--- src/source/mem_pkg.sv ---
package mem_pkg;

    typedef logic [31:0] addr_t;   // byte address
    typedef logic [31:0] data_t;
    typedef logic [3:0]  strb_t;   // one enable per byte lane
    typedef logic [1:0]  resp_t;

    localparam resp_t RESP_OKAY   = 2'b00;
    localparam resp_t RESP_SLVERR = 2'b10;

    // slave port FSM, same shape for both ports
    typedef enum logic [1:0] {
        ST_IDLE,
        ST_ISSUE,
        ST_WAIT,
        ST_RESP
    } port_state_t;

    // width of a word index into a memory of the given depth
    function automatic int word_bits(input int words);
        return (words > 1) ? $clog2(words) : 1;
    endfunction

endpackage
--- src/source/mem_req_if.sv ---
`timescale 1ns/10ps

interface mem_req_if #(
    parameter int MEM_WORDS = 256
);

    localparam int AW = mem_pkg::word_bits(MEM_WORDS);

    logic           req;
    logic           we;
    logic [AW-1:0]  addr;    // word index, not byte address
    mem_pkg::data_t wdata;
    mem_pkg::strb_t strb;
    logic           ack;     // one-cycle pulse
    mem_pkg::data_t rdata;   // valid together with ack

    modport requester (
        output req, we, addr, wdata, strb,
        input  ack, rdata
    );

    modport responder (
        input  req, we, addr, wdata, strb,
        output ack, rdata
    );

endinterface

--- src/source/sram_arbiter.sv ---
`timescale 1ns/10ps

module sram_arbiter (
    input logic          clk,
    input logic          rst_n,
    mem_req_if.responder inst,
    mem_req_if.responder data,
    mem_req_if.requester mem
);

    logic busy;    // core access in progress
    logic owner;   // 1 = data port
    logic last;    // previous winner
    logic sel;

    // grant is combinational, locked to owner until ack
    always_comb begin
        if (busy) begin
            sel = owner;
        end else if (inst.req && data.req) begin
            sel = !last;   // round robin on a tie
        end else begin
            sel = data.req;
        end
    end

    assign mem.req   = sel ? data.req   : inst.req;
    assign mem.we    = sel ? data.we    : inst.we;
    assign mem.addr  = sel ? data.addr  : inst.addr;
    assign mem.wdata = sel ? data.wdata : inst.wdata;
    assign mem.strb  = sel ? data.strb  : inst.strb;

    assign inst.ack   = mem.ack && !sel;
    assign data.ack   = mem.ack && sel;
    assign inst.rdata = sel ? '0 : mem.rdata;
    assign data.rdata = sel ? mem.rdata : '0;

    always_ff @(posedge clk) begin
        if (!rst_n) begin
            busy  <= 1'b0;
            owner <= 1'b0;
            last  <= 1'b1;   // first tie goes to instruction fetch
        end else if (mem.ack) begin
            busy <= 1'b0;
            last <= sel;
        end else if (!busy && mem.req) begin
            busy  <= 1'b1;
            owner <= sel;
        end
    end

endmodule

--- src/flat_wrapper.sv ---
// flat-port wrapper written by rule: the top's interface ports become plain ports
module sram_arbiter_flat 
  (clk, rst_n, inst_req, inst_we, inst_addr, inst_wdata, inst_strb, inst_ack, inst_rdata, data_req, data_we, data_addr, data_wdata, data_strb, data_ack, data_rdata, mem_req, mem_we, mem_addr, mem_wdata, mem_strb, mem_ack, mem_rdata);
  mem_req_if inst_i ();
  mem_req_if data_i ();
  mem_req_if mem_i ();
  input logic clk;
  input logic rst_n;
  input wire logic [$bits(inst_i.req)-1:0] inst_req;
  input wire logic [$bits(inst_i.we)-1:0] inst_we;
  input wire logic [$bits(inst_i.addr)-1:0] inst_addr;
  input wire logic [$bits(inst_i.wdata)-1:0] inst_wdata;
  input wire logic [$bits(inst_i.strb)-1:0] inst_strb;
  output wire logic [$bits(inst_i.ack)-1:0] inst_ack;
  output wire logic [$bits(inst_i.rdata)-1:0] inst_rdata;
  input wire logic [$bits(data_i.req)-1:0] data_req;
  input wire logic [$bits(data_i.we)-1:0] data_we;
  input wire logic [$bits(data_i.addr)-1:0] data_addr;
  input wire logic [$bits(data_i.wdata)-1:0] data_wdata;
  input wire logic [$bits(data_i.strb)-1:0] data_strb;
  output wire logic [$bits(data_i.ack)-1:0] data_ack;
  output wire logic [$bits(data_i.rdata)-1:0] data_rdata;
  output wire logic [$bits(mem_i.req)-1:0] mem_req;
  output wire logic [$bits(mem_i.we)-1:0] mem_we;
  output wire logic [$bits(mem_i.addr)-1:0] mem_addr;
  output wire logic [$bits(mem_i.wdata)-1:0] mem_wdata;
  output wire logic [$bits(mem_i.strb)-1:0] mem_strb;
  input wire logic [$bits(mem_i.ack)-1:0] mem_ack;
  input wire logic [$bits(mem_i.rdata)-1:0] mem_rdata;
  assign inst_i.req = inst_req;
  assign inst_i.we = inst_we;
  assign inst_i.addr = inst_addr;
  assign inst_i.wdata = inst_wdata;
  assign inst_i.strb = inst_strb;
  assign inst_ack = inst_i.ack;
  assign inst_rdata = inst_i.rdata;
  assign data_i.req = data_req;
  assign data_i.we = data_we;
  assign data_i.addr = data_addr;
  assign data_i.wdata = data_wdata;
  assign data_i.strb = data_strb;
  assign data_ack = data_i.ack;
  assign data_rdata = data_i.rdata;
  assign mem_req = mem_i.req;
  assign mem_we = mem_i.we;
  assign mem_addr = mem_i.addr;
  assign mem_wdata = mem_i.wdata;
  assign mem_strb = mem_i.strb;
  assign mem_i.ack = mem_ack;
  assign mem_i.rdata = mem_rdata;
  sram_arbiter u_core (.clk(clk), .rst_n(rst_n), .inst(inst_i), .data(data_i), .mem(mem_i));
endmodule
--- config.mk ---
export PLATFORM = sky130hd
export DESIGN_NAME = sram_arbiter_flat
export DESIGN_NICKNAME = d
export VERILOG_FILES = /design/src/source/mem_pkg.sv /design/src/source/mem_req_if.sv /design/src/source/sram_arbiter.sv /design/src/flat_wrapper.sv
export SDC_FILE = /design/constraint.sdc
export NUM_CORES = 1
export LEC_CHECK = 0
export BUFFER_PORTS_ARGS = -buffer_cell sky130_fd_sc_hd__buf_2
export CAP_MARGIN = 20
export CORE_AREA = 2 2 92 94
export CTS_CLUSTER_SIZE = 25
export DETAILED_ROUTE_END_ITERATION = 10
export DIE_AREA = 0 0 94 96
export GPL_TIMING_DRIVEN = 1
export RECOVER_POWER = 100
export SYNTH_ARGS = -nofsm -noshare
export SYNTH_HDL_FRONTEND = slang
export SYNTH_SLANG_ARGS = --single-unit
--- constraint.sdc ---
create_clock -name clk -period 1.85 [get_ports clk]
set_clock_uncertainty 0.05 [all_clocks]
set_input_delay 0.0925 -clock clk [delete_from_list [all_inputs] [get_ports clk]]
set_output_delay 0.0925 -clock clk [all_outputs]
set_load 0.005 [all_outputs]
==> run_results.csv <==
group,metric,value,unit
clocking,clock_latency,210,ps
finish,fin_cells,481,
power,ir_drop,0.000379,V
grt,antenna_found_initial,0,
synthesis,synth_fa_ha_area_share,0,%
setup_path,cp_max_fo,21,
synthesis,netlist_instances,140,
clocking,clock-sinks,3,
finish,nNetsFinal,504,
outcome,status,"finished, final reports clean",
synthesis,synth_largest_area_cell,"mux2_2",
setup_path,start_kind,"register",
clocking,cts_buffer_depth,2,
drt,wl,5.50,mm
synthesis,avgSynthCellArea,8.18,sq um
grt,grtUsageTotal,8.94,%
synthesis,seq_area_frac_synth,5.25,%
clocking,cts_root_buf,"clkbuf_8",
drt,drtIter0Drc,22,
synthesis,ys_ff_latch,3,
timing,post-route-min-period,1730,ps
timing,relSlewSlack,79.3,%
clocking,cts_tree,"built",
timing,hold_violations,0,
die,die_x,94,um
worst_hold_path,worst_hold_path_type,"in -> reg",
synthesis,synth_nets,267,
run,drv_cap,0,
die,core_area,8050,sq um
finish,drive_gt1_share,64.6,%
setup_path,regToRegStartpoint,"u_core.last$_SDFFE_PN1P_",
synthesis,synth_compound_area_share,3.39,%
synthesis,ys_warn_count,0,
timing,tightest_slew,311,ps
grt,grt_first_pass_wirelength,6.51,mm
timing,tns,0,ps
worst_hold_path,min_from,"mem_ack",
setup_path,end_kind,"output pin",
synthesis,netlist-cell-type-count,19,
die,die_h,96,um
die,die-area,9020,sq um
clocking,hold_buffers,0,
clocking,clk_pin_slew,30,ps
power,leakagePower,0.00127,uW
die,rows,33,
finish,n_antenna_cell,0,
setup_path,critical_path_class,"reg -> out",
grt,grt_start_max_net_pins,56,
synthesis,synth.area.top_cells,"mux2_2 (44%), nor2b_1 (19%), and2_1 (18%)",
synthesis,synth_top_family_by_area,"multiplexers",
timing,setup_viol,0,
placement,gp_routability_congestion,0.690,
clocking,cts-htree-levels,1,
placement,dp_cells,474,
timing,clock.fmax,577,MHz
finish,area_growth,116,%
setup_path,crit_arrival,1590,ps
drt,routed_via_density,3.93,
grt,grt_pass1_vias,1507,
grt,grt_overflow_total,0,
setup_path,ff2ff_setup_slack,470,ps
drt,drcViolationCount,0,
synthesis,synthSimpleGateAreaFrac,39.9,%
setup_path,critPathLaunch,"u_core.last$_SDFFE_PN1P_",
timing,final.period_utilization,93.7,%
synthesis,synth_top_cell_area_share,44.3,%
synthesis,synth_xor_area_share,0,%
drt,firstDrtPassIters,4,
setup_path,cp.required,1710,ps
placement,io_buffers,238,
timing,rsz0062_at_grt,"false",
synthesis,synth_area,1140,sq um
power,p_per_area,361,nW/um^2
synthesis,synth_mux_area_share,45.1,%
timing,final-max-slew-violation-count,0,
drt,drt-wirelength-per-cell,11.4,um
placement,hpwl,4.50,mm
drt,final_antenna_net_count,0,
die,ioPinCount,239,
finish,fillers,892,
die,initial_core_util,14.2,%
drt,dr_total_vias,1891,
clocking,cts_buffers,3,
logic make-up (layout without fill, tap and decap cells):
kind of cell / after synthesis / in the layout
compound gates: 5 / 5
mux: 46 / 46
simple gates: 74 / 74
buf+inv: 12 / 248
flops: 3 / 3
final timing paths:
| kind | to | cells after the start |
|---|---|---|
| hold / removal | u_core.busy$_SDFFE_PP0P_ | 2 |
| setup / recovery | mem_wdata[3] | 6 |
| hold reg to reg | u_core.last$_SDFFE_PN1P_ | 2 |
| setup reg to reg | u_core.last$_SDFFE_PN1P_ | 5 |
metrics by stage:
step	area, sq um	setup slack, ps	total power (uW)	utilization [%]	hold WS [ps]
global placement	2440	215	690	30.3	285
CTS	2520	22.0	914	31.3	65.1
detailed placement	2440	171	700	30.3	291
finish	2470	117	892	30.7	62.5
floorplan	1140	433	366	-	119
global route	2470	4.04	972	30.7	87.7
metal layers:
layer,GRT usage (%),share of wire (%),up-vias
met5,0,0,-
met4,2.54,0.42,0
met3,0.705,9.1,4
met2,17.9,52,111
met1,9.99,38,833
li1,-,-,943
sequential cells by signal, summed over array words and instances (netlist names):
| signal | cells |
|---|---|
| u_core.busy | 1 |
| u_core.last | 1 |
| u_core.owner | 1 |
critical path: stages, from the launching register on:
cell     delay (ps)
dfxtp_1         320
nand2_1          80
a22oi_2         160
buf_6           170
buf_12          170
mux2_2          350
buf_2           130
cell type report:
cell class	instances	area [sq um]	share of cell area, %
sequential	3	61.3	2.48
tap	105	131	5.32
multi-input combinational	125	1010	41.0
clock buffer	4	45.0	1.82
timing repair buffer	244	1220	49.4
synthesized netlist by cell type:
master,number
mux2_2,45
nor2b_1,34
and2_1,33
buf_2,7
dfxtp_1,3
buf_6,2
clkbuf_1,2
nor2_1,2
nor3b_1,2
a21boi_0,1
a21oi_1,1
a22oi_2,1
a31oi_1,1
and3_1,1
buf_4,1
mux2i_1,1
nand2_1,1
nor3_1,1
o21a_1,1
cell usage in the layout (no fill, tap or decap), drive strengths merged:
master	n
mux2i	1
dfxtp	3
buf	182
and2	33
nor3	1
nor3b	2
a21boi	1
mux2	45
nor2	2
clkbuf	66
and3	1
a22oi	1
a21oi	1
nor2b	34
nand2	1
o21a	1
a31oi	1
power by group:
part	internal (uW)	leakage (uW)	switching (uW)
Clock	147	0.0000228	42.7
Combinational	371	0.00122	257
Sequential	69.9	0.0000251	4.00
what timing repair did:
item,CTS,global route
setup endpoints to repair,54,16
setup buffers,1,0
pin swaps,1,0
resized for setup,2,1
gates cloned,1,1
Power figures use the tool's default switching activity.
