===== src/source/mem_pkg.sv =====
package mem_pkg;

    typedef logic [31:0] addr_t;   // byte address
    typedef logic [31:0] data_t;
    typedef logic [3:0]  strb_t;   // one enable per byte lane
    typedef logic [1:0]  resp_t;

    localparam resp_t RESP_OKAY   = 2'b00;
    localparam resp_t RESP_SLVERR = 2'b10;

    // slave port FSM, same shape for both ports
    typedef enum logic [1:0] {
        ST_IDLE,
        ST_ISSUE,
        ST_WAIT,
        ST_RESP
    } port_state_t;

    // width of a word index into a memory of the given depth
    function automatic int word_bits(input int words);
        return (words > 1) ? $clog2(words) : 1;
    endfunction

endpackage

===== src/source/mem_req_if.sv =====
`timescale 1ns/10ps

interface mem_req_if #(
    parameter int MEM_WORDS = 256
);

    localparam int AW = mem_pkg::word_bits(MEM_WORDS);

    logic           req;
    logic           we;
    logic [AW-1:0]  addr;    // word index, not byte address
    mem_pkg::data_t wdata;
    mem_pkg::strb_t strb;
    logic           ack;     // one-cycle pulse
    mem_pkg::data_t rdata;   // valid together with ack

    modport requester (
        output req, we, addr, wdata, strb,
        input  ack, rdata
    );

    modport responder (
        input  req, we, addr, wdata, strb,
        output ack, rdata
    );

endinterface


===== src/source/data_sram_port.sv =====
`timescale 1ns/10ps

module data_sram_port #(
    parameter int MEM_WORDS = 256
) (
    input  logic           clk,
    input  logic           rst_n,
    input  mem_pkg::addr_t araddr,
    input  logic           arvalid,
    output logic           arready,
    output mem_pkg::data_t rdata,
    output mem_pkg::resp_t rresp,
    output logic           rvalid,
    input  logic           rready,
    input  mem_pkg::addr_t awaddr,
    input  logic           awvalid,
    output logic           awready,
    input  mem_pkg::data_t wdata,
    input  mem_pkg::strb_t wstrb,
    input  logic           wvalid,
    output logic           wready,
    output mem_pkg::resp_t bresp,
    output logic           bvalid,
    input  logic           bready,
    mem_req_if.requester   mem
);

    localparam int AW = mem_pkg::word_bits(MEM_WORDS);

    mem_pkg::port_state_t state;
    logic                 we_q;     // current transaction is a write
    logic [AW-1:0]        addr_q;
    mem_pkg::data_t       wdata_q;
    mem_pkg::strb_t       strb_q;
    mem_pkg::resp_t       resp_q;
    logic                 idle;
    logic                 ar_hs;
    logic                 wr_hs;
    logic                 rd_ok;
    logic                 wr_ok;

    assign idle  = (state == mem_pkg::ST_IDLE);
    assign rd_ok = araddr[31:2] < 30'(MEM_WORDS);
    assign wr_ok = awaddr[31:2] < 30'(MEM_WORDS);

    // reads win; AW and W only ever complete together
    assign arready = idle;
    assign awready = idle && !arvalid && (wvalid || !awvalid);
    assign wready  = idle && !arvalid && (awvalid || !wvalid);

    assign ar_hs = arvalid && arready;
    assign wr_hs = awvalid && awready && wvalid && wready;

    assign mem.req   = (state == mem_pkg::ST_ISSUE) || (state == mem_pkg::ST_WAIT);
    assign mem.we    = we_q;
    assign mem.addr  = addr_q;
    assign mem.wdata = wdata_q;
    assign mem.strb  = strb_q;

    assign rresp = resp_q;
    assign bresp = resp_q;

    always_ff @(posedge clk) begin
        if (!rst_n) begin
            state  <= mem_pkg::ST_IDLE;
            we_q   <= 1'b0;
            rvalid <= 1'b0;
            bvalid <= 1'b0;
        end else begin
            case (state)
                mem_pkg::ST_IDLE: begin
                    if (ar_hs) begin
                        we_q  <= 1'b0;
                        state <= rd_ok ? mem_pkg::ST_ISSUE : mem_pkg::ST_RESP;
                    end else if (wr_hs) begin
                        we_q  <= 1'b1;
                        state <= wr_ok ? mem_pkg::ST_ISSUE : mem_pkg::ST_RESP;
                    end
                end
                mem_pkg::ST_ISSUE: begin
                    state <= mem_pkg::ST_WAIT;
                end
                mem_pkg::ST_WAIT: begin
                    if (mem.ack) begin
                        state  <= mem_pkg::ST_RESP;
                        bvalid <= we_q;
                        rvalid <= !we_q;
                    end
                end
                mem_pkg::ST_RESP: begin
                    if (we_q) begin
                        if (!bvalid) begin
                            bvalid <= 1'b1;   // error path, no ack seen
                        end else if (bready) begin
                            bvalid <= 1'b0;
                            state  <= mem_pkg::ST_IDLE;
                        end
                    end else if (!rvalid) begin
                        rvalid <= 1'b1;
                    end else if (rready) begin
                        rvalid <= 1'b0;
                        state  <= mem_pkg::ST_IDLE;
                    end
                end
                default: begin
                    state <= mem_pkg::ST_IDLE;
                end
            endcase
        end
    end

    always_ff @(posedge clk) begin
        if (ar_hs) begin
            addr_q <= araddr[AW+1:2];
            resp_q <= rd_ok ? mem_pkg::RESP_OKAY : mem_pkg::RESP_SLVERR;
            rdata  <= '0;
        end else if (wr_hs) begin
            addr_q  <= awaddr[AW+1:2];
            wdata_q <= wdata;
            strb_q  <= wstrb;
            resp_q  <= wr_ok ? mem_pkg::RESP_OKAY : mem_pkg::RESP_SLVERR;
        end else if ((state == mem_pkg::ST_WAIT) && mem.ack && !we_q) begin
            rdata <= mem.rdata;
        end
    end

endmodule


===== src/flat_wrapper.sv =====
// flat-port wrapper written by rule: the top's interface ports become plain ports
module data_sram_port_flat 
#(
    parameter int MEM_WORDS = 256
)
  (clk, rst_n, araddr, arvalid, arready, rdata, rresp, rvalid, rready, awaddr, awvalid, awready, wdata, wstrb, wvalid, wready, bresp, bvalid, bready, mem_req, mem_we, mem_addr, mem_wdata, mem_strb, mem_ack, mem_rdata);
  mem_req_if #(.MEM_WORDS(MEM_WORDS)) mem_i ();
  input  logic clk;
  input  logic rst_n;
  input  mem_pkg::addr_t araddr;
  input  logic arvalid;
  output logic arready;
  output mem_pkg::data_t rdata;
  output mem_pkg::resp_t rresp;
  output logic rvalid;
  input  logic rready;
  input  mem_pkg::addr_t awaddr;
  input  logic awvalid;
  output logic awready;
  input  mem_pkg::data_t wdata;
  input  mem_pkg::strb_t wstrb;
  input  logic wvalid;
  output logic wready;
  output mem_pkg::resp_t bresp;
  output logic bvalid;
  input  logic bready;
  output wire logic [$bits(mem_i.req)-1:0] mem_req;
  output wire logic [$bits(mem_i.we)-1:0] mem_we;
  output wire logic [$bits(mem_i.addr)-1:0] mem_addr;
  output wire logic [$bits(mem_i.wdata)-1:0] mem_wdata;
  output wire logic [$bits(mem_i.strb)-1:0] mem_strb;
  input wire logic [$bits(mem_i.ack)-1:0] mem_ack;
  input wire logic [$bits(mem_i.rdata)-1:0] mem_rdata;
  assign mem_req = mem_i.req;
  assign mem_we = mem_i.we;
  assign mem_addr = mem_i.addr;
  assign mem_wdata = mem_i.wdata;
  assign mem_strb = mem_i.strb;
  assign mem_i.ack = mem_ack;
  assign mem_i.rdata = mem_rdata;
  data_sram_port #(.MEM_WORDS(MEM_WORDS)) u_core (.clk(clk), .rst_n(rst_n), .araddr(araddr), .arvalid(arvalid), .arready(arready), .rdata(rdata), .rresp(rresp), .rvalid(rvalid), .rready(rready), .awaddr(awaddr), .awvalid(awvalid), .awready(awready), .wdata(wdata), .wstrb(wstrb), .wvalid(wvalid), .wready(wready), .bresp(bresp), .bvalid(bvalid), .bready(bready), .mem(mem_i));
endmodule

===== config.mk =====
export PLATFORM = sky130hd
export DESIGN_NAME = data_sram_port_flat
export DESIGN_NICKNAME = d
export VERILOG_FILES = /design/src/source/mem_pkg.sv /design/src/source/mem_req_if.sv /design/src/source/data_sram_port.sv /design/src/flat_wrapper.sv
export SDC_FILE = /design/constraint.sdc
export NUM_CORES = 1
export LEC_CHECK = 0
export BUFFER_PORTS_ARGS = -buffer_cell sky130_fd_sc_hd__buf_2
export CAP_MARGIN = 20
export CORE_MARGIN = 4
export CORE_UTILIZATION = 40
export CTS_BUF_LIST = sky130_fd_sc_hd__clkbuf_16
export CTS_CLUSTER_DIAMETER = 120
export DETAILED_ROUTE_END_ITERATION = 16
export GPL_ROUTABILITY_DRIVEN = 1
export PLACE_DENSITY = 0.91
export SLEW_MARGIN = 30
export SYNTH_ARGS = -nofsm -noshare
export SYNTH_HDL_FRONTEND = slang
export SYNTH_SLANG_ARGS = --single-unit
export TNS_END_PERCENT = 1

===== constraint.sdc =====
create_clock -name clk -period 3.15 [get_ports clk]
set_clock_uncertainty 0.15 [all_clocks]
set_input_delay 0.315 -clock clk [delete_from_list [all_inputs] [get_ports clk]]
set_output_delay 0.315 -clock clk [all_outputs]
set_load 0.1 [all_outputs]

==> impl_metrics.csv <==
group,metric,value,unit
cts,cts_setup_buffers,0,
placed_design,io_buffers,220,
timing,period_needed,2.22,ns
drt,wl_met1,3630,microns
cts,path_clk_slew,0.07,ns
timing,rsz0062_at_grt,"no",
setup_path,rrSetupSlack,0.93,ns
timing,worst_hold_slack,0.0150,ns
power_and_ir_drop,p_total,5.20,mW
cts,cts_resized,0,
cells_and_area,diodes,0,
timing,final-setup-viol-count,0,
yosys,synthTopCellsByArea,"edfxtp_1, dfxtp_1, nand2_1, a21oi_1, nor4_1",
placed_design,postPlaceCellArea,4250,sq um
setup_path,crit_path_start_kind,"flop",
cts,cts_tree,"yes",
floorplan,row_count,31,
yosys,seq_area_frac_synth,68.0,%
cts,clkLatencyLatePin,0.32,ns
drt,routed-wl-met2,4550,microns
setup_path,crit_chain,"inv_1 -> ha_1 -> nand2b_4 -> nor2_4 -> or3_2 -> nand2_1 -> a21oi_1",
timing,maxSlewHeadroom,45.6,%
drt,initialDrtViolationCount,75,
outcome,status,"completed",
yosys,netlist.top_cell.by_area,"edfxtp_1",
drt,drc_errors,0,
setup_path,max_stage_delay,0.76,ns
power_and_ir_drop,p_leak,2.13,nW
setup_path,endpoint_kind,"flop",
floorplan,pin_count,227,
cells_and_area,multi_input_area,868,sq um
yosys,synth.avg_cell_area,10.8,sq um
cells_and_area,area_delta_synth_final,50.4,%
timing,maxSlewViolCount,0,
floorplan,die_w,95.7,microns
cells_and_area,nets,654,
cells_and_area,final_common_cell,"buf_2",
power_and_ir_drop,vdd_drop_max,0.621,mV
drt,ant_nets,0,
cts,h-tree-depth,3,
placed_design,dp_hpwl,7220,microns
worst_hold_path,hold_start,"wdata[17]",
worst_hold_path,worstHoldPathType,"in2reg",
drt,wl_per_cell,14.8,microns
yosys,ys_seq_elements,82,
timing,worstMarginPinSlew,0.811,ns
floorplan,coreArea,7370,sq um
setup_path,cpMaxStageDelayCell,"or3_2",
cells_and_area,nFillCells,602,
floorplan,start_util,41.8,%
floorplan,die_y,95.7,microns
global_route,gr-total-overflow,0,
global_route,grt_pass1_vias,2722,
timing,final_hold_viol_count,0,
placed_design,gp_congestion,1.01,
setup_path,cp.required,3.17,ns
setup_path,startpoint,"u_core.state[1]$_SDFFE_PN0P_",
timing,period_share,70.6,%
cells_and_area,drive_gt1_share,47.2,%
drt,wl,9100,microns
setup_path,critPathArrivalTime,2.24,ns
cts,cts_buffers,9,
cells_and_area,utilization,62.8,%
cts,clock_path_buffers,2,
setup_path,reg2reg_from,"u_core.state[1]$_SDFFE_PN0P_",
setup_path,critPathKind,"reg2reg",
timing,finalWorstSetupSlack,0.926,ns
global_route,antenna_found_initial,0,
drt,first_pass_iters,7,
global_route,grt_usage,18.8,%
cells_and_area,seqCellArea,2090,sq um
yosys,syn-instance-count,285,
cts,ctsRootBufferMaster,"clkbuf_16",
floorplan,die_area,9160,sq um
yosys,ys_warn_count,0,
cells_and_area,final_cell_mix,"buf_2, nand2_1, edfxtp_1, a21oi_1, dfxtp_1",
setup_path,path_max_fanout,32,
drt,wl_met3,842,microns
placed_design,preCtsSetupSlack,0.934,ns
power_and_ir_drop,power.density,1120,nW/um^2
yosys,synthDistinctLibCells,29,
cells_and_area,final_area,4630,sq um
global_route,grt_pass1_wl,13100,microns
drt,via_per_inst,4.72,
timing,fmax,0.450,GHz
global_route,grt_max_degree,37,
yosys,yosysTopAreaCellShare,43.9,%
run,drv_cap,0,
drt,vias,2901,
cts,clock_sinks,82,
drt,top_layer,"met4",
yosys,synth_area,3080,sq um
## power by group
part / switching, mW / total (mW) / internal [mW]
logic: 2.25 / 2.65 / 0.401
clock network: 0.430 / 1.06 / 0.628
registers: 0.102 / 1.49 / 1.39
## metrics by stage
stage	cells	TNS, ns
floorplan	286	-7.49
global placement	591	0
detailed placement	591	0
CTS	609	0
global route	614	0
finish	614	0
## state kept, by name, indices dropped and copies added, names as in the netlist
signal / flops
u_core.mem.addr: 8
u_core.rdata: 32
u_core.rvalid: 1
u_core.bvalid: 1
u_core.mem.wdata: 32
u_core.state: 2
u_core.mem.strb: 4
u_core.mem.we: 1
u_core.bresp: 1
## critical path: cells and delay by family (launching register included)
family,cells,cell delay (ns)
DFF,1,0.38
buffers and inverters,1,0.08
AOI/OAI and AO/OA,1,0.08
adders and majority gates,1,0.24
and+or+nand+nor,4,1.11
## cell families after synthesis
logic type,share of synthesized area (%)
buf+inv,4.35
other cells,0.122
compound gates,8.25
flops,68.0
mux,0.325
simple gates,17.4
fa+ha+maj,1.63
## cells in the mapped netlist, drive strengths merged
cell type / count
nand2: 94
edfxtp: 45
a21oi: 37
dfxtp: 37
buf: 11
nor4: 10
inv: 8
nor2: 8
clkbuf: 6
ha: 4
o21ai: 4
nand3: 3
nand4: 3
nor3: 3
a211oi: 2
and2: 1
conb: 1
mux2i: 1
nand2b: 1
nor2b: 1
o211ai: 1
o221ai: 1
o22a: 1
o2bb2ai: 1
or3: 1
## worst paths after layout
path,endpoint,cells past startpoint
max reg2reg,u_core.rdata[7]$_SDFFE_PN0P_,7
min reg2reg,u_core.rdata[24]$_SDFFE_PN0P_,2
min,u_core.mem.wdata[17]$_DFFE_PP_,1
max,u_core.rdata[7]$_SDFFE_PN0P_,7
## routing by layer
metal	GRT usage, %	vias to the layer above
met1	22.7	1328
met4	5.09	0
met5	0	-
met3	5.71	8
met2	32.7	140
li1	-	1425
## final cells by class
cell class / count / area share (%)
clock buffers: 9 / 4.86
clock inverters: 7 / 1.81
inverters: 8 / 0.649
multi-input cells: 179 / 18.8
flip-flops and latches: 82 / 45.2
well taps: 99 / 2.68
repair buffers: 230 / 26.1
## what timing repair did
item | CTS | global route
hold endpoints to repair | 2 | 5
hold buffers | 2 | 5
setup endpoints to repair | 0 | 0
No activity file was read; power rests on OpenSTA's default activity.
