`config.mk`:
```
export PLATFORM = sky130hd
export DESIGN_NAME = inst_sram_port_flat
export DESIGN_NICKNAME = d
export VERILOG_FILES = /design/src/source/mem_pkg.sv /design/src/source/mem_req_if.sv /design/src/source/inst_sram_port.sv /design/src/flat_wrapper.sv
export SDC_FILE = /design/constraint.sdc
export NUM_CORES = 1
export LEC_CHECK = 0
export BUFFER_PORTS_ARGS = -buffer_cell sky130_fd_sc_hd__buf_2
export CAP_MARGIN = 20
export CELL_PAD_IN_SITES_DETAIL_PLACEMENT = 0
export CELL_PAD_IN_SITES_GLOBAL_PLACEMENT = 2
export CORE_MARGIN = 4
export CORE_UTILIZATION = 21
export DETAILED_ROUTE_END_ITERATION = 10
export PLACE_DENSITY = 0.89
export RECOVER_POWER = 25
export SYNTH_ARGS = -nofsm -noshare
export SYNTH_HDL_FRONTEND = slang
export SYNTH_SLANG_ARGS = --single-unit
```
`constraint.sdc`:
```
create_clock -name clk -period 3.1 [get_ports clk]
set_input_delay 0 -clock clk [delete_from_list [all_inputs] [get_ports clk]]
set_output_delay 0 -clock clk [all_outputs]
set_load 0.02 [all_outputs]
```
`src/source/mem_pkg.sv`:
```
package mem_pkg;

    typedef logic [31:0] addr_t;   // byte address
    typedef logic [31:0] data_t;
    typedef logic [3:0]  strb_t;   // one enable per byte lane
    typedef logic [1:0]  resp_t;

    localparam resp_t RESP_OKAY   = 2'b00;
    localparam resp_t RESP_SLVERR = 2'b10;

    // slave port FSM, same shape for both ports
    typedef enum logic [1:0] {
        ST_IDLE,
        ST_ISSUE,
        ST_WAIT,
        ST_RESP
    } port_state_t;

    // width of a word index into a memory of the given depth
    function automatic int word_bits(input int words);
        return (words > 1) ? $clog2(words) : 1;
    endfunction

endpackage
```
`src/source/mem_req_if.sv`:
```
`timescale 1ns/10ps

interface mem_req_if #(
    parameter int MEM_WORDS = 256
);

    localparam int AW = mem_pkg::word_bits(MEM_WORDS);

    logic           req;
    logic           we;
    logic [AW-1:0]  addr;    // word index, not byte address
    mem_pkg::data_t wdata;
    mem_pkg::strb_t strb;
    logic           ack;     // one-cycle pulse
    mem_pkg::data_t rdata;   // valid together with ack

    modport requester (
        output req, we, addr, wdata, strb,
        input  ack, rdata
    );

    modport responder (
        input  req, we, addr, wdata, strb,
        output ack, rdata
    );

endinterface

```
`src/source/inst_sram_port.sv`:
```
`timescale 1ns/10ps

module inst_sram_port #(
    parameter int MEM_WORDS = 256
) (
    input  logic           clk,
    input  logic           rst_n,
    input  mem_pkg::addr_t araddr,
    input  logic           arvalid,
    output logic           arready,
    output mem_pkg::data_t rdata,
    output mem_pkg::resp_t rresp,
    output logic           rvalid,
    input  logic           rready,
    mem_req_if.requester   mem
);

    localparam int AW = mem_pkg::word_bits(MEM_WORDS);

    mem_pkg::port_state_t state;
    logic [AW-1:0]        addr_q;
    logic                 ar_hs;
    logic                 in_range;

    assign ar_hs    = arvalid && arready;
    assign in_range = araddr[31:2] < 30'(MEM_WORDS);   // byte offset ignored
    assign arready  = (state == mem_pkg::ST_IDLE);

    // fetch only, write fields tied off
    assign mem.req   = (state == mem_pkg::ST_ISSUE) || (state == mem_pkg::ST_WAIT);
    assign mem.we    = 1'b0;
    assign mem.addr  = addr_q;
    assign mem.wdata = '0;
    assign mem.strb  = '0;

    always_ff @(posedge clk) begin
        if (!rst_n) begin
            state  <= mem_pkg::ST_IDLE;
            rvalid <= 1'b0;
        end else begin
            case (state)
                mem_pkg::ST_IDLE: begin
                    if (ar_hs) begin
                        state <= in_range ? mem_pkg::ST_ISSUE : mem_pkg::ST_RESP;
                    end
                end
                mem_pkg::ST_ISSUE: begin
                    state <= mem_pkg::ST_WAIT;   // req already visible to arbiter
                end
                mem_pkg::ST_WAIT: begin
                    if (mem.ack) begin
                        state  <= mem_pkg::ST_RESP;
                        rvalid <= 1'b1;
                    end
                end
                mem_pkg::ST_RESP: begin
                    if (!rvalid) begin
                        rvalid <= 1'b1;   // out-of-range read lands here
                    end else if (rready) begin
                        rvalid <= 1'b0;
                        state  <= mem_pkg::ST_IDLE;
                    end
                end
                default: begin
                    state <= mem_pkg::ST_IDLE;
                end
            endcase
        end
    end

    always_ff @(posedge clk) begin
        if (ar_hs) begin
            addr_q <= araddr[AW+1:2];
            rresp  <= in_range ? mem_pkg::RESP_OKAY : mem_pkg::RESP_SLVERR;
            rdata  <= '0;   // stays zero on SLVERR
        end else if ((state == mem_pkg::ST_WAIT) && mem.ack) begin
            rdata <= mem.rdata;
        end
    end

endmodule

```
`src/flat_wrapper.sv`:
```
// flat-port wrapper written by rule: the top's interface ports become plain ports
module inst_sram_port_flat 
#(
    parameter int MEM_WORDS = 256
)
  (clk, rst_n, araddr, arvalid, arready, rdata, rresp, rvalid, rready, mem_req, mem_we, mem_addr, mem_wdata, mem_strb, mem_ack, mem_rdata);
  mem_req_if #(.MEM_WORDS(MEM_WORDS)) mem_i ();
  input  logic clk;
  input  logic rst_n;
  input  mem_pkg::addr_t araddr;
  input  logic arvalid;
  output logic arready;
  output mem_pkg::data_t rdata;
  output mem_pkg::resp_t rresp;
  output logic rvalid;
  input  logic rready;
  output wire logic [$bits(mem_i.req)-1:0] mem_req;
  output wire logic [$bits(mem_i.we)-1:0] mem_we;
  output wire logic [$bits(mem_i.addr)-1:0] mem_addr;
  output wire logic [$bits(mem_i.wdata)-1:0] mem_wdata;
  output wire logic [$bits(mem_i.strb)-1:0] mem_strb;
  input wire logic [$bits(mem_i.ack)-1:0] mem_ack;
  input wire logic [$bits(mem_i.rdata)-1:0] mem_rdata;
  assign mem_req = mem_i.req;
  assign mem_we = mem_i.we;
  assign mem_addr = mem_i.addr;
  assign mem_wdata = mem_i.wdata;
  assign mem_strb = mem_i.strb;
  assign mem_i.ack = mem_ack;
  assign mem_i.rdata = mem_rdata;
  inst_sram_port #(.MEM_WORDS(MEM_WORDS)) u_core (.clk(clk), .rst_n(rst_n), .araddr(araddr), .arvalid(arvalid), .arready(arready), .rdata(rdata), .rresp(rresp), .rvalid(rvalid), .rready(rready), .mem(mem_i));
endmodule
```
==> metrics.cfg, run 1 <==
[drt]
wl_per_cell_um = 11.74
num_vias = 1870
wirelength_um = 5646
drt_iter0_drc = 61
first_pass_iters = 4
ant_nets = 0
viasPerCell = 3.888
drc = 0

[critical_path]
worstPathArrival_ns = 1.49
critPathMaxStageDelay_ns = 0.40
criticalPathCategory = flip-flop to flip-flop
path_cells = inv_1 -> ha_1 -> and2_1 -> buf_4
crit_buf_inv = 2
required_ns = 3.04
cp_slowest_cell = buf_4
critPathLaunchType = flip-flop
cp_max_fo = 41
crit_path_end_kind = flip-flop
path_delay_family = buffers and inverters

[die]
core_area_sq_mm = 0.008891
dieArea_sq_mm = 0.01092
die_width_um = 104.5
row_count = 34
start_util_pct = 22.00
chipHeight_um = 104.5
io_pins = 151

[placement]
io_buffers = 110
globalplace.congestion = 0.6806
hpwl_um = 3884
placed_cell_area_sq_mm = 0.002441

[timing]
min_period_ns = 1.549
fin_skew_ns = 0.005284
whs_ns = 0.07477
tns_ns = 0
period_share_pct = 49.98
fmax_mhz = 645.4
hold_violations = 0
setup_viol = 0
rsz0062_at_grt = no
slew_viol_final = 0

[clocking]
clock-sinks = 44
cts_buffer_depth = 2
path_clk_slew_ns = 0.08
cts_inserted_buffers = 5
ctsHtreeMaxLevel = 2
cts_tree = built
worstSkewPairLatency_ns = 0.29
cts-root-buf = clkbuf_8
cts_resized = 0
postCtsSetupRepairBufs = 0

[power_and_ir_drop]
leakage_uw = 0.001321
peakVddDrop_mv = 0.2087
p_per_area_mw_per_mm2 = 770.5

[layout]
drive_gt1_share_pct = 28.69
layout_commonest_cell = buf_2
num-nets-final = 444
final_cell_area_sq_mm = 0.002939
final_cell_mix = buf_2 (94), nand2_1 (68), dlygate4sd3_1 (41), conb_1 (38), dfxtp_1 (35)
area_growth_pct = 50.29
antennaDiodeCount = 0
post-route-util_pct = 33.06

[global_route]
track_usage_pct = 10.05
grt_max_degree = 42
first_global_vias = 1864
grt_pass1_wl_um = 9087
overflow = 0
grt_antenna_before_repair = 0

[yosys]
synth_top_area_share_pct = 35.83
avgSynthCellArea_sq_um = 8.770
syn_area_sq_mm = 0.001956
synth.top_cells.by_area = dfxtp_1 (36%), buf_4 (15%), edfxtp_1 (14%), nand2_1 (13%), a21oi_1 (8.2%)
synth_edf_count = 9
synth-simple-area-share_pct = 18.94
synth_cell_types = 26
postSynth.asyncResetShare_pct = 0
synthCells = 223
synth_top_family_by_area = simple AND/OR/NAND/NOR gates
yosys-mux-area-fraction_pct = 0
synth_xor_area_share_pct = 0
synth_adder_area_share_pct = 1.919
yosys_warnings = 0
netlist.top_cell.by_area = dfxtp_1
synthFlopType = dfxtp_1
ys_seq_area_share_pct = 49.65
ys_seq_elements = 44
synth_compound_area_share_pct = 10.43

[run_status]
outcome = completed

[job]
drv_cap = 0

[hold_path]
hold_class = primary input to flip-flop

registers in the layout, indices dropped and copies added (netlist names):
signal and flops:
u_core.rvalid 1, u_core.rresp 1, u_core.mem.addr 8, u_core.state 2, u_core.rdata 32
layer usage:
layer | vias up | routed length, um | GRT usage [%]
li1 | 946 | - | -
met1 | 837 | 2323 | 11.46
met2 | 83 | 2911 | 18.87
met3 | 4 | 359 | 1.800
met4 | 0 | 52 | 3.134
met5 | - | 0 | 0
timing repair:
| action | CTS | global route |
|---|---|---|
| hold endpoints to repair | 42 | 0 |
| endpoints found under the setup margin | 0 | 0 |
| hold buffers | 41 | 0 |
where the power goes:
part | switching [uW] | internal (uW) | total (uW)
clock | 192 | 239 | 431
combinational | 644 | 318 | 962
sequential | 87.8 | 784 | 871
tightest hold or removal path: stages:
cell,delay [ns]
buf_2,0.07
nor2_1,0.03
nand2_1,0.06
or2_2,0.10
Yosys cell counts, types with 2 or more instances:
cell and number:
nor4_1 4, a21oi_1 32, inv_1 2, buf_6 3, buf_4 39, nor2_1 4, nor2b_1 2, buf_2 7
and2_1 2, dfxtp_1 35, ha_1 3, edfxtp_1 9, nand2_1 68
path summary, 6_finish.rpt:
kind / cells past startpoint / startpoint / slack (ns) / to
worst max-delay path: 4 / u_core.state[0] / 1.55 / u_core.mem.addr[6]
worst min-delay path: 4 / araddr[23] / 0.07 / u_core.rresp[1]
worst max register to register: 4 / u_core.state[0] / 1.55 / u_core.mem.addr[6]
worst min register to register: 2 / u_core.rdata[5] / 0.45 / u_core.rdata[5]
logic make-up (layout without fill, tap and decap cells):
| group | count (synthesis) | after routing |
|---|---|---|
| AND/OR/NAND/NOR | 86 | 86 |
| adder cells (fa/ha/maj) | 3 | 3 |
| flip-flops | 44 | 44 |
| AO/OA/AOI/OAI | 38 | 38 |
| other | 1 | 38 |
| buffers and inverters | 51 | 164 |
metrics by stage:
stage	total power [uW]	setup slack (ns)	std cells
after floorplan	1566	1.525	260
after global placement	1825	1.544	432
after detailed placement	1838	1.546	432
after CTS	2325	1.535	481
after global routing	2440	1.376	481
final	2265	1.551	481
cell type report:
class | count | area, sq um
fill | 934 | 5952
inverter | 2 | 7.507
clock buffer | 6 | 72.57
sequential | 44 | 970.9
tap | 108 | 135.1
timing repair buffer | 154 | 963.4
multi-input combinational | 165 | 754.5
clock inverter | 2 | 35.03
(Power assumes the default switching activity.)
==> run 2, diff against run 1 <==
--- a/config.mk
+++ b/config.mk
@@ -10,9 +10,9 @@
 export CELL_PAD_IN_SITES_DETAIL_PLACEMENT = 0
 export CELL_PAD_IN_SITES_GLOBAL_PLACEMENT = 2
 export CORE_MARGIN = 4
-export CORE_UTILIZATION = 21
+export CORE_UTILIZATION = 18
 export DETAILED_ROUTE_END_ITERATION = 10
-export PLACE_DENSITY = 0.89
+export PLACE_DENSITY = 0.81
 export RECOVER_POWER = 25
 export SYNTH_ARGS = -nofsm -noshare
 export SYNTH_HDL_FRONTEND = slang
==> constraint.sdc (replaced) <==
create_clock -name clk -period 1.3 [get_ports clk]
set_input_delay 0 -clock clk [delete_from_list [all_inputs] [get_ports clk]]
set_output_delay 0 -clock clk [all_outputs]
set_load 0.02 [all_outputs]
==> metrics.cfg, run 2 (synthesis results as in run 1) <==
[hold_path]
hold_class = primary input to flip-flop

[drt]
dr_wl_met3_um = 477  ; +33%
wirelength_um = 5997  ; +6.2%
ant_nets = 0  ; unchanged
num_vias = 1890  ; +1.1%
viasPerCell = 3.663  ; -5.8%
drc = 0  ; unchanged
m1WireLength_um = 2487  ; +7.1%
met2_length_um = 2974  ; +2.2%
wl_per_cell_um = 11.62  ; -0.99%
topRoutingLayerUsed = met4
first_pass_iters = 4  ; unchanged
drt_iter0_drc = 79  ; +30%

[critical_path]
critPathLaunchType = flip-flop
reg2reg_to = u_core.state[1]
required_ns = 1.53  ; -1.51 ns
crit_path_end_kind = flip-flop
ff2ff_setup_slack_ns = 0.03  ; -1.53 ns
cp-endpoint = u_core.state[1]
worstPathArrival_ns = 1.50  ; about the same
criticalPathCategory = flip-flop to flip-flop
crit-reg2reg-launch = u_core.state[0]
reg2reg_depth = 6  ; +2
crit_start = u_core.state[0]
cp_max_fo = 4  ; -90%

[timing]
setup_viol = 0  ; unchanged
slew_viol_final = 0  ; unchanged
tns_ns = 0  ; unchanged
min_period_ns = 1.275  ; -0.2745 ns
whs_ns = 0.06433  ; -0.01043 ns
rsz0062_at_grt = yes
fmax_mhz = 784.4  ; +22%
hold_violations = 0  ; unchanged
period_share_pct = 98.07  ; +48 points
fin_skew_ns = 0.01074  ; +0.005454 ns

[layout]
layout_commonest_cell = buf_2
final_cell_mix = buf_2 (95), nand2_1 (67), dlygate4sd3_1 (41), conb_1 (38), dfxtp_1 (33)
regMostFlops = u_core.rdata
area_growth_pct = 62.83
largest_register_ffs = 32  ; unchanged
post-route-util_pct = 30.44  ; -2.6 points
drive_gt1_share_pct = 33.95  ; +5.3 points
antennaDiodeCount = 0  ; unchanged
num-nets-final = 451  ; +1.6%

[clocking]
ctsHtreeMaxLevel = 2  ; unchanged
clock-sinks = 44  ; unchanged
path_clk_slew_ns = 0.10  ; +0.02 ns
worstSkewPairLatency_ns = 0.30  ; about the same
cts_tree = built
cts-root-buf = clkbuf_8
cts_inserted_buffers = 5  ; unchanged
cts_buffer_depth = 2  ; unchanged

[power_and_ir_drop]
intPower_uw = 3535  ; +160%
peakVddDrop_mv = 0.5464  ; +160%
switchingPower_uw = 2414  ; +160%
p_clk_share_pct = 18.8  ; -0.2 points
p_comb_share_pct = 45.3  ; +2.8 points
swShare_pct = 40.58  ; -0.20 points
p_per_area_mw_per_mm2 = 1868  ; +140%
leakage_uw = 0.001397  ; +5.8%
seqPwrFrac_pct = 35.9  ; -2.6 points

[die]
start_util_pct = 18.69  ; -3.3 points
chipHeight_um = 112.2  ; +7.4%
die_width_um = 112.2  ; +7.4%
row_count = 37  ; +8.8%
io_pins = 151  ; unchanged
core_area_sq_mm = 0.01046  ; +18%
dieArea_sq_mm = 0.01260  ; +15%

[global_route]
grt_pass1_wl_um = 9204  ; +1.3%
track_usage_pct = 8.997  ; -1.1 points
grt_antenna_before_repair = 0  ; unchanged
grt_max_degree = 28  ; -33%
overflow = 0  ; unchanged
first_global_vias = 1855  ; -0.48%

[placement]
io_buffers = 110  ; unchanged
globalplace.congestion = 0.7447  ; +9.4%
hpwl_um = 4240  ; +9.2%

[run_status]
outcome = completed

[job]
drv_cap = 0  ; unchanged

run 2: cell type report:
class / count / area [sq um]
inverters: 2 / 10.01
multi-input cells: 165 / 830.8
repair buffers: 161 / 1080
clock inverters: 3 / 46.29
flip-flops and latches: 44 / 978.4
clock buffers: 5 / 68.82
fillers: 1151 / 7278
well taps: 136 / 170.2
run 2: metrics by stage:
step	cell area [sq um]	worst slack [ns]	power (uW)	instances
after floorplan	2120	0.0003404	3839	260
after global placement	2597	-0.03879	4636	466
after detailed placement	2597	-0.1050	4667	466
after CTS	3149	0.004883	5993	515
after global routing	3184	-0.05851	6415	516
final	3184	0.02511	5949	516
run 2: how the worst min path moves through the flow:
stage	cells after the start	start	endpoint
2_1_floorplan	0	araddr[2]	u_core.mem.addr[0]
3_3_place_gp	1	araddr[9]	u_core.mem.addr[7]
3_5_place_dp	1	araddr[8]	u_core.mem.addr[6]
4_1_cts	4	araddr[23]	u_core.rresp[1]
5_1_grt	4	araddr[23]	u_core.rresp[1]
6_report	4	araddr[23]	u_core.rresp[1]
run 2: worst max-delay path, stage by stage, from the launching register on:
cell       delay, ns
dfxtp_4         0.40
inv_4           0.05
ha_4            0.15
nor2b_4         0.13
nor3_4          0.23
o2111ai_1       0.14
o211ai_1        0.10
run 2: power by group through the flow:
stage,registers (uW),logic [uW],clock network [uW]
2_1_floorplan,2630,1210,0
6_report,2140,2700,1120
4_1_cts,2090,2700,1200
3_5_place_dp,2110,2560,0
5_1_grt,2200,2970,1250
3_3_place_gp,2100,2540,0
run 2: layer usage:
layer	vias up	GRT usage [%]
met4	0	2.404
met2	83	15.49
met3	8	2.857
met5	-	0
met1	837	10.82
li1	962	-
run 2: repair_timing:
item                                   in CTS  in global routing
endpoints found under the hold margin      43                  0
setup buffers                               0                  1
hold buffers                               41                  0
pin swaps                                   3                  4
gates resized for setup                    11                 11
setup endpoints to repair                  35                 35
